--- src/design/decode_pkg.sv ---
package decode_pkg;

    // ########################################################################
    // Field widths
    // ########################################################################

    localparam int WORD_W     = 32;
    localparam int INST_W     = 32;
    localparam int REG_ADDR_W = 6;
    localparam int OPCODE_W   = 7;
    localparam int FUNC3_W    = 3;
    localparam int FUNC7_W    = 7;

    // Raw immediate widths before sign extension
    localparam int IMM_I_W = 12;
    localparam int IMM_B_W = 13;
    localparam int IMM_J_W = 21;

    // Entries 0 to 31 are the integer bank, 32 to 63 the float bank
    localparam int REG_COUNT = 64;

    // ########################################################################
    // Types
    // ########################################################################

    typedef logic [WORD_W-1:0]     word_t;
    typedef logic [INST_W-1:0]     inst_t;
    typedef logic [REG_ADDR_W-1:0] reg_addr_t;
    typedef logic [FUNC3_W-1:0]    func3_t;
    typedef logic [FUNC7_W-1:0]    func7_t;

    typedef enum logic [OPCODE_W-1:0] {
        OP_ALU    = 7'b0110011,
        OP_ALUI   = 7'b0010011,
        OP_MEML   = 7'b0000011,
        OP_MEMS   = 7'b0100011,
        OP_FMEML  = 7'b0000111,
        OP_FMEMS  = 7'b0100111,
        OP_FPU    = 7'b1010011,
        OP_BRANCH = 7'b1100011,
        OP_JAL    = 7'b1101111,
        OP_JALR   = 7'b1100111,
        OP_LUI    = 7'b0110111,
        OP_AUIPC  = 7'b0010111,
        // Memory-mapped I/O opcodes in the custom space
        OP_INPUT  = 7'b0001011,
        OP_OUTPUT = 7'b0101011
    } opcode_t;

endpackage

--- src/design/decode_if.sv ---
`timescale 1ns/10ps

interface decode_if;
    import decode_pkg::*;

    opcode_t   opcode;
    func3_t    func3;
    func7_t    func7;
    reg_addr_t a_rd;

    logic alu;
    logic alu_imm_flag;
    logic alu_extention_flag;
    logic fpu;
    logic mem;
    logic jump;
    logic branch;
    logic subst;
    logic io;

    // Immediates, already sign extended to a full word
    word_t imm_i;
    word_t imm_s;
    word_t imm_b;
    word_t imm_j;
    word_t imm_u;

    modport dec (output opcode, func3, func7, a_rd,
                 output alu, alu_imm_flag, alu_extention_flag, fpu, mem,
                 output jump, branch, subst, io,
                 output imm_i, imm_s, imm_b, imm_j, imm_u);

    modport sel (input opcode, func3, func7, a_rd,
                 input alu, alu_imm_flag, alu_extention_flag, fpu, mem,
                 input jump, branch, subst, io,
                 input imm_i, imm_s, imm_b, imm_j, imm_u);

endinterface

--- src/design/regread_if.sv ---
`timescale 1ns/10ps

interface regread_if;
    import decode_pkg::*;

    reg_addr_t a_rs1;
    reg_addr_t a_rs2;
    word_t     d_rs1;
    word_t     d_rs2;

    modport req (output a_rs1, a_rs2);

    modport rf (input a_rs1, a_rs2, output d_rs1, d_rs2);

    // Consumer side of the read data
    modport sel (input d_rs1, d_rs2);

endinterface

--- src/design/inst_field_decode.sv ---
`timescale 1ns/10ps

module inst_field_decode (
    input  decode_pkg::inst_t inst,
    decode_if.dec             dec,
    regread_if.req            rd_req
);
    import decode_pkg::*;

    opcode_t            op;
    logic               float_class;
    logic [IMM_I_W-1:0] raw_i;
    logic [IMM_I_W-1:0] raw_s;
    logic [IMM_B_W-1:0] raw_b;
    logic [IMM_J_W-1:0] raw_j;

    // ########################################################################
    // Fields and class flags
    // ########################################################################

    // The cast keeps undefined encodings, which then match no class below
    assign op = opcode_t'(inst[6:0]);

    assign dec.opcode = op;
    assign dec.func3  = inst[14:12];
    assign dec.func7  = inst[31:25];

    assign dec.alu    = (op == OP_ALU) || (op == OP_ALUI);
    assign dec.fpu    = (op == OP_FPU);
    assign dec.mem    = (op == OP_MEML) || (op == OP_MEMS)
                     || (op == OP_FMEML) || (op == OP_FMEMS);
    assign dec.jump   = (op == OP_JAL) || (op == OP_JALR);
    assign dec.branch = (op == OP_BRANCH);
    assign dec.subst  = (op == OP_LUI) || (op == OP_AUIPC);
    assign dec.io     = (op == OP_INPUT) || (op == OP_OUTPUT);

    assign dec.alu_imm_flag       = (op == OP_ALUI);
    assign dec.alu_extention_flag = (op == OP_ALU) && inst[25];

    // ########################################################################
    // Register addresses
    // ########################################################################

    assign float_class = (op == OP_FPU) || (op == OP_FMEML) || (op == OP_FMEMS);

    // Float loads and stores still take their base from the integer bank
    assign dec.a_rd     = {float_class, inst[11:7]};
    assign rd_req.a_rs1 = {(op == OP_FPU), inst[19:15]};
    assign rd_req.a_rs2 = {float_class, inst[24:20]};

    // ########################################################################
    // Immediates
    // ########################################################################

    assign raw_i = inst[31:20];
    assign raw_s = {inst[31:25], inst[11:7]};
    assign raw_b = {inst[31], inst[7], inst[30:25], inst[11:8], 1'b0};
    assign raw_j = {inst[31], inst[19:12], inst[20], inst[30:21], 1'b0};

    assign dec.imm_i = {{(WORD_W-IMM_I_W){raw_i[IMM_I_W-1]}}, raw_i};
    assign dec.imm_s = {{(WORD_W-IMM_I_W){raw_s[IMM_I_W-1]}}, raw_s};
    assign dec.imm_b = {{(WORD_W-IMM_B_W){raw_b[IMM_B_W-1]}}, raw_b};
    assign dec.imm_j = {{(WORD_W-IMM_J_W){raw_j[IMM_J_W-1]}}, raw_j};

    // Upper immediate fills the low 12 bits with zeros
    assign dec.imm_u = {inst[31:12], 12'b0};

endmodule

--- src/design/reg_file.sv ---
`timescale 1ns/10ps

module reg_file (
    input  logic                  clk,
    input  logic                  arst_n,
    input  logic                  wb_en,
    input  decode_pkg::reg_addr_t wb_addr,
    input  decode_pkg::word_t     wb_data,
    regread_if.rf                 rd
);
    import decode_pkg::*;

    word_t regs [REG_COUNT];
    logic  wb_live;

    // Integer register 0 is never written
    assign wb_live = wb_en && (wb_addr != '0);

    always_ff @(posedge clk or negedge arst_n) begin
        if (!arst_n) begin
            for (int i = 0; i < REG_COUNT; i++) begin
                regs[i] <= '0;
            end
        end else if (wb_live) begin
            regs[wb_addr] <= wb_data;
        end
    end

    // ########################################################################
    // Read ports with writeback bypass
    // ########################################################################

    always_comb begin
        if (rd.a_rs1 == '0) begin
            rd.d_rs1 = '0;
        end else if (wb_live && (wb_addr == rd.a_rs1)) begin
            rd.d_rs1 = wb_data;
        end else begin
            rd.d_rs1 = regs[rd.a_rs1];
        end
    end

    always_comb begin
        if (rd.a_rs2 == '0) begin
            rd.d_rs2 = '0;
        end else if (wb_live && (wb_addr == rd.a_rs2)) begin
            rd.d_rs2 = wb_data;
        end else begin
            rd.d_rs2 = regs[rd.a_rs2];
        end
    end

endmodule

--- src/design/operand_select.sv ---
`timescale 1ns/10ps

module operand_select (
    input  logic                  clk,
    input  logic                  arst_n,
    input  logic                  inst_valid,
    input  decode_pkg::word_t     pc,
    decode_if.sel                 dec,
    regread_if.sel                rd,
    output logic                  out_valid,
    output logic                  alu,
    output logic                  alu_imm_flag,
    output logic                  alu_extention_flag,
    output logic                  fpu,
    output logic                  mem,
    output logic                  jump,
    output logic                  branch,
    output logic                  subst,
    output logic                  io,
    output decode_pkg::word_t     d_rs1,
    output decode_pkg::word_t     d_rs2,
    output decode_pkg::word_t     d_rs3,
    output decode_pkg::reg_addr_t a_rd,
    output decode_pkg::opcode_t   opcode,
    output decode_pkg::func3_t    func3,
    output decode_pkg::func7_t    func7
);
    import decode_pkg::*;

    word_t jal_target;
    word_t rs1_next;
    word_t rs2_next;
    word_t rs3_next;

    // Shared by d_rs1 and d_rs3 for OP_JAL
    assign jal_target = dec.imm_j + pc;

    always_comb begin
        case (dec.opcode)
            OP_MEML, OP_FMEML, OP_JALR: rs1_next = rd.d_rs1 + dec.imm_i;
            OP_MEMS, OP_FMEMS:          rs1_next = rd.d_rs1 + dec.imm_s;
            OP_JAL:                     rs1_next = jal_target;
            default:                    rs1_next = rd.d_rs1;
        endcase
    end

    assign rs2_next = (dec.opcode == OP_ALUI) ? dec.imm_i : rd.d_rs2;

    always_comb begin
        case (dec.opcode)
            OP_MEMS, OP_FMEMS: rs3_next = dec.imm_s;
            OP_BRANCH:         rs3_next = dec.imm_b + pc;
            OP_JAL:            rs3_next = jal_target;
            OP_LUI:            rs3_next = dec.imm_u;
            OP_AUIPC:          rs3_next = dec.imm_u + pc;
            default:           rs3_next = dec.imm_i;
        endcase
    end

    // ########################################################################
    // Output register
    // ########################################################################

    always_ff @(posedge clk or negedge arst_n) begin
        if (!arst_n) begin
            out_valid          <= 1'b0;
            alu                <= 1'b0;
            alu_imm_flag       <= 1'b0;
            alu_extention_flag <= 1'b0;
            fpu                <= 1'b0;
            mem                <= 1'b0;
            jump               <= 1'b0;
            branch             <= 1'b0;
            subst              <= 1'b0;
            io                 <= 1'b0;
            d_rs1              <= '0;
            d_rs2              <= '0;
            d_rs3              <= '0;
            a_rd               <= '0;
            opcode             <= opcode_t'('0);
            func3              <= '0;
            func7              <= '0;
        end else begin
            out_valid <= inst_valid;
            if (inst_valid) begin
                alu                <= dec.alu;
                alu_imm_flag       <= dec.alu_imm_flag;
                alu_extention_flag <= dec.alu_extention_flag;
                fpu                <= dec.fpu;
                mem                <= dec.mem;
                jump               <= dec.jump;
                branch             <= dec.branch;
                subst              <= dec.subst;
                io                 <= dec.io;
                d_rs1              <= rs1_next;
                d_rs2              <= rs2_next;
                d_rs3              <= rs3_next;
                a_rd               <= dec.a_rd;
                opcode             <= dec.opcode;
                func3              <= dec.func3;
                func7              <= dec.func7;
            end
        end
    end

endmodule

--- src/design/decode_stage.sv ---
`timescale 1ns/10ps

module decode_stage (
    input  logic                  clk,
    input  logic                  arst_n,
    input  logic                  inst_valid,
    input  decode_pkg::inst_t     inst,
    input  decode_pkg::word_t     pc,
    input  logic                  wb_en,
    input  decode_pkg::reg_addr_t wb_addr,
    input  decode_pkg::word_t     wb_data,
    output logic                  out_valid,
    output logic                  alu,
    output logic                  alu_imm_flag,
    output logic                  alu_extention_flag,
    output logic                  fpu,
    output logic                  mem,
    output logic                  jump,
    output logic                  branch,
    output logic                  subst,
    output logic                  io,
    output decode_pkg::word_t     d_rs1,
    output decode_pkg::word_t     d_rs2,
    output decode_pkg::word_t     d_rs3,
    output decode_pkg::reg_addr_t a_rd,
    output decode_pkg::opcode_t   opcode,
    output decode_pkg::func3_t    func3,
    output decode_pkg::func7_t    func7
);

    decode_if  dec_bus ();
    regread_if rd_bus ();

    inst_field_decode u_field_decode (
        .inst   (inst),
        .dec    (dec_bus.dec),
        .rd_req (rd_bus.req)
    );

    reg_file u_reg_file (
        .clk     (clk),
        .arst_n  (arst_n),
        .wb_en   (wb_en),
        .wb_addr (wb_addr),
        .wb_data (wb_data),
        .rd      (rd_bus.rf)
    );

    // Registered result appears one cycle after inst_valid
    operand_select u_operand_select (
        .clk                (clk),
        .arst_n             (arst_n),
        .inst_valid         (inst_valid),
        .pc                 (pc),
        .dec                (dec_bus.sel),
        .rd                 (rd_bus.sel),
        .out_valid          (out_valid),
        .alu                (alu),
        .alu_imm_flag       (alu_imm_flag),
        .alu_extention_flag (alu_extention_flag),
        .fpu                (fpu),
        .mem                (mem),
        .jump               (jump),
        .branch             (branch),
        .subst              (subst),
        .io                 (io),
        .d_rs1              (d_rs1),
        .d_rs2              (d_rs2),
        .d_rs3              (d_rs3),
        .a_rd               (a_rd),
        .opcode             (opcode),
        .func3              (func3),
        .func7              (func7)
    );

endmodule

--- config.mk ---
export PLATFORM = sky130hd
export DESIGN_NAME = decode_stage
export DESIGN_NICKNAME = d
export VERILOG_FILES = /design/src/design/decode_pkg.sv /design/src/design/decode_if.sv /design/src/design/regread_if.sv /design/src/design/inst_field_decode.sv /design/src/design/reg_file.sv /design/src/design/operand_select.sv /design/src/design/decode_stage.sv
export SDC_FILE = /design/constraint.sdc
export NUM_CORES = 2
export LEC_CHECK = 0
export BUFFER_PORTS_ARGS = -buffer_cell sky130_fd_sc_hd__buf_2
export CAP_MARGIN = 20
export CORE_ASPECT_RATIO = 0.8
export CORE_MARGIN = 2
export CORE_UTILIZATION = 60
export DETAILED_ROUTE_END_ITERATION = 10
export PLACE_DENSITY = 0.85
export SLEW_MARGIN = 30
export SYNTH_ARGS = -nofsm -noshare
export SYNTH_HDL_FRONTEND = slang
export SYNTH_SLANG_ARGS = --single-unit
export TNS_END_PERCENT = 5
--- constraint.sdc ---
create_clock -name clk -period 8.2 [get_ports clk]
set_clock_uncertainty 0.1 [all_clocks]
set_input_delay 0.82 -clock clk [delete_from_list [all_inputs] [get_ports clk]]
set_output_delay 0.82 -clock clk [all_outputs]
set_load 0.1 [all_outputs]
# Yosys cells after proc, flatten, opt, wreduce, memory -nomap -nowiden
# Cells that the tools add are included.
# classes
eq_ne	16
muxes	16
n_reduce_logical	19
n_bitwise	3
magnitude_cmp	4
add_sub_neg	5
# ops
op	count
2048-bit bitwise mux	1
32-bit binary-select mux with 6-bit select	2
32-bit two-way mux	10
32-bit demux with 6-bit select	1
32-bit adder	5
32-bit case mux with 5 select lines	1
32-bit case mux with 3 select lines	1
7-bit by 6-bit equality test with 1-bit output (second input constant)	5
7-bit equality test (second input constant)	4
7-bit greater-or-equal comparator (second input constant)	3
6-bit inverter with 7-bit output	3
7-bit by 5-bit equality test with 1-bit output (second input constant)	2
6-bit equality test	2
6-bit zero test	2
1-bit logical OR	9
7-bit by 2-bit equality test with 1-bit output (second input constant)	1
7-bit by 3-bit equality test with 1-bit output (second input constant)	1
7-bit by 4-bit equality test with 1-bit output (second input constant)	1
7-bit by 1-bit less-than comparator with 1-bit output (second input constant)	1
6-bit nonzero test	1
1-bit logical AND	5
3-bit OR reduction	1
2-bit OR reduction	1
# totals
register_bits	2177
in_bits	106
output_inout_bits	129

# Longest topological paths before layout
# logic_depth
word_depth	10
mapped_depth	23
depth_no_buf	18

# Modules after synthesis
# From an unflattened synthesis, not the netlist that was laid out.
# hier_totals
cells_unflattened	9566
area_unflattened_um2	124026.5
# by_module_without_submodules
module	cells_per_inst	n_inst	area_per_inst_um2
reg_file	7889	1	110400.9
operand_select	1462	1	12016.5
inst_field_decode	215	1	1609.0

# Least setup slack after synthesis
# No wires, ideal clock.
# synth_path
path_kind	input to register
from	input port inst[15]
to	register u_operand_select.d_rs1[20]
stages	19
path_buffers	3
t_arrival_ns	5.544
required_time_ns	7.974
setup_slack_ns	2.430
setup_ns	0.126
cell_sequence	buf_6 buf_2 buf_2 mux4_2 mux4_2 mux4_2 mux2i_1 nor2_1 ha_1 fa_1 a211oi_1 o211ai_1 nand2_1 o21ai_0 a21o_1 a211oi_1 mux2i_1 nor2_1 o32a_1
# synth_between
elab_chain_cells	8
elab_cells_between_ends	13
# synth_lines
item	line	rtl
start, declared	decode_stage.sv:7	input decode_pkg::inst_t inst,
6-bit inverter with 7-bit output (implied by the code)	reg_file.sv:39	rd.d_rs1 = regs[rd.a_rs1];
32-bit binary-select mux with 6-bit select	reg_file.sv:39	
32-bit two-way mux (implied by the code) (2 in a row)	reg_file.sv:39	
32-bit two-way mux	reg_file.sv:36	end else if (wb_live && (wb_addr == rd.a_rs1)) begin
32-bit two-way mux	reg_file.sv:34	if (rd.a_rs1 == '0) begin
32-bit adder (on tied branches)	operand_select.sv:41, operand_select.sv:40	
32-bit case mux with 3 select lines (*)	operand_select.sv:39	case (dec.opcode)
end signal, assigned	operand_select.sv:95	d_rs1 <= rs1_next;
end, declared	operand_select.sv:20	output decode_pkg::word_t d_rs1,
# Mark *: on every way between the ends. The rest lies on a longest branch, timed or not. The select of a mux whose other input is x is not followed.
# A chain may end at the register's enable or synchronous reset.

# Worst setup path in the final report
# layout_path
from	input port inst[15]
to	register u_operand_select.d_rs1[25]
# Same word-level chain as after synthesis.

==> impl_metrics.toml <==
[status]
status = "finished, final reports clean"

[route]
wl_per_cell_um = 37.7
first_pass_iters = 9
drt-total-wl_mm = 406
viasPerCell = 7.75
drc = 0
drtIter0Drc = 13800
vias = 83500
ant_nets = 0

[logic_synthesis]
synthesis.nets = 8328
synthesis.area_sq_um = 120000
syn_inst = 8133
ys_ff_latch = 2177
synth_top_area_share = 0.454
synth_edf_count = 0
yosys.area.top_type = "dfrtp_1"
yosysUniqueCellTypes = 76
synthTopCellsByCount = "2177 x dfrtp_1, 2016 x mux2_2, 1244 x mux4_2, 579 x clkbuf_1, 319 x nand2_1"
synth_ff_type = "dfrtp_1"
syn_avg_cell_area_sq_um = 14.8
synth-seq-area-share = 0.454
async_reset_ff_frac = 1.00
synth_area_leaders = "dfrtp_1 45%, mux4_2 23%, mux2_2 19%"
yosysMostFrequentCell = "dfrtp_1"
yosysWarnings = 0

[die]
rows = 146
coreArea_sq_um = 198000
ioPinCount = 235
initial_utilization = 0.605
die-height_um = 404
dieArea_sq_um = 204000
die_w_um = 504

[clocking]
cts_sinks = 2177
root_buffer = "clkbuf_16"
clkSlewWorstSetupHoldPaths_ns = 0.07
cts_buffer_depth = 3
cts_buffers = 210
ctsHtreeMaxLevel = 4
cts_tree = "built"
cts_resized = 0
worst_skew_pair.late_latency_ns = 0.88

[sta]
grt_setup_unrepaired = "false"
max_freq_mhz = 152
slew_headroom = 0.215
finalCritPeriodShare = 0.802
period_needed_ns = 6.58
fin_tns_setup_ns = 0
final_hold_viol_count = 0
slew_viol_final = 0
setup_viol = 0
layout_setup_ws_ns = 1.62
tightest_slew_ns = 1.15

[flow_run]
max-cap-violations = 0

[placement]
dp_slack_ns = 0.925
io_buffers = 234
postPlaceCellArea_sq_um = 124000
dp_hpwl_mm = 237
place_congestion = 0.962

[cells_and_area]
layout-drive-gt1-share = 0.515
syn_to_final_growth_pct = 9.68
final_nets = 8111
final_cell_area_sq_um = 132000
final.fill_count = 12900

[power_and_ir_drop]
pwr-share-clk = 0.349
leakage_nw = 58.5
p_int_w = 0.0212
ir_worst_vdd_v = 0.000243
switching_share = 0.291
p_sw_w = 0.00870
power_frac_seq = 0.444
comb_power_share = 0.207
p_per_area_nw_per_um2 = 227

[global_routing]
antenna_found_initial = 27
grt_max_degree = 182
grt_pass1_wl_mm = 589
overflow = 0
first_global_vias = 83100
grt_use_total = 0.399

[setup_path]
cp_max_fo = 36
r2r_cells = 18
end_kind = "flip-flop"
cp.required_ns = 8.79
worst_ep_arrival_time_ns = 7.17
start_kind = "input pin"
crit_type = "input pin to flip-flop"

[worst_hold_path]
holdPathStages = 2
hold_class = "input pin to flip-flop"
-- registers in the layout, indices dropped and copies added (netlist names), 3 cells and up --
register and count:
u_operand_select.d_rs3 32, u_operand_select.a_rd 6, u_operand_select.func3 3, u_operand_select.opcode 7, u_operand_select.d_rs2 32, u_reg_file.regs 2048, u_operand_select.func7 7, u_operand_select.d_rs1 32
-- critical path, cell delays in order --
cell	delay (ns)
buf_8	0.35
buf_12	0.36
buf_4	0.39
mux4_2	0.55
mux4_2	0.47
mux2_2	0.32
nand2_1	0.09
a31oi_1	0.11
a21oi_1	0.77
buf_4	0.27
nor2_1	0.05
ha_1	0.39
and3_1	0.31
and3_1	0.19
nand3_1	0.07
o21ai_0	0.51
a211oi_1	0.26
o31ai_1	0.31
xor2_1	0.11
a22oi_1	0.18
a31oi_1	0.10
-- logic make-up after synthesis --
| kind of cell | synth area share |
|---|---|
| fa+ha+maj | 0.00952 |
| xor+xnor | 0.00722 |
| compound gates | 0.0337 |
| mux | 0.435 |
| simple gates | 0.0307 |
| buf+inv | 0.0301 |
| flops | 0.454 |
-- placed cells by master, fill, tap and decap left out, drive strengths merged, types with 14 or more instances in the layout --
cell / synthesis / routed
dfrtp: 2177 / 2177
mux2: 2016 / 2016
diode: 0 / 16
a221oi: 19 / 19
a21o: 39 / 39
mux4: 1244 / 1244
nor3: 23 / 23
a21oi: 167 / 167
a31oi: 32 / 32
buf: 302 / 449
xnor2: 52 / 52
nand3: 103 / 103
o21ai: 173 / 173
a211oi: 29 / 29
bufinv: 0 / 25
nor2b: 17 / 17
o21a: 18 / 18
ha: 85 / 85
nand4: 61 / 61
o211ai: 27 / 27
nor2: 194 / 194
mux2i: 154 / 154
a22oi: 21 / 21
clkinv: 0 / 46
and3: 19 / 19
o221ai: 14 / 14
nand2: 319 / 319
and2: 14 / 14
inv: 24 / 36
xor2: 47 / 47
clkbuf: 579 / 288
-- stage by stage --
| step | power (W) | util | hold WS, ns | instances |
|---|---|---|---|---|
| finish | 0.0299 | 0.664 | 0.132 | 10800 |
| global route | 0.0307 | 0.664 | 0.135 | 10800 |
| CTS | 0.0297 | 0.663 | 0.102 | 10700 |
| detailed placement | 0.0194 | 0.626 | 0.267 | 10400 |
| global placement | 0.0190 | 0.623 | 0.262 | 10300 |
| floorplan | 0.0175 | - | 0.325 | 8133 |
-- power groups by stage --
stage | Sequential [W] | Combinational (W) | Clock (W)
floorplan | 0.0135 | 0.00404 | 0
global placement | 0.0132 | 0.00581 | 0
detailed placement | 0.0134 | 0.00601 | 0
CTS | 0.0132 | 0.00606 | 0.0104
global route | 0.0134 | 0.00645 | 0.0108
finish | 0.0133 | 0.00617 | 0.0104
-- repair_timing --
action	CTS	global route
buffers inserted	0	0
hold buffers	1	0
hold endpoints to repair	107	0
-- path summary, 6_finish.rpt --
| path | start | endpoint | slack, ns |
|---|---|---|---|
| max | inst[15] | u_operand_select.d_rs1[25] | 1.62 |
| min | inst[1] | u_operand_select.opcode[1] | 0.13 |
| max reg2reg | u_reg_file.regs[1296] | u_operand_select.d_rs1[25] | 2.51 |
| min reg2reg | u_reg_file.regs[2042] | u_reg_file.regs[2042] | 0.28 |
| max in group asynchronous | arst_n | u_reg_file.regs[891] | 5.34 |
| min in group asynchronous | arst_n | u_reg_file.regs[1671] | 0.45 |
-- routing by layer --
metal  share of wire  vias to the layer above  GRT usage
met4           0.071                       23      0.237
met5          0.0011                        -    0.00447
met3            0.16                     1764      0.177
li1                -                    31000          -
met2            0.42                     7292      0.548
met1            0.34                    43400      0.527
-- final cells by class --
cell class	count	area, sq um	area share
repair buffers	452	3700	0.0281
well taps	2664	3330	0.0253
flip-flops and latches	2177	54500	0.414
clock buffers	286	6050	0.0459
multi-input cells	5051	62800	0.477
diodes	16	40.0	0.000304
inverters	24	97.6	0.000741
clock inverters	95	1250	0.00951
Note: power is estimated with default switching activity, not from simulation.
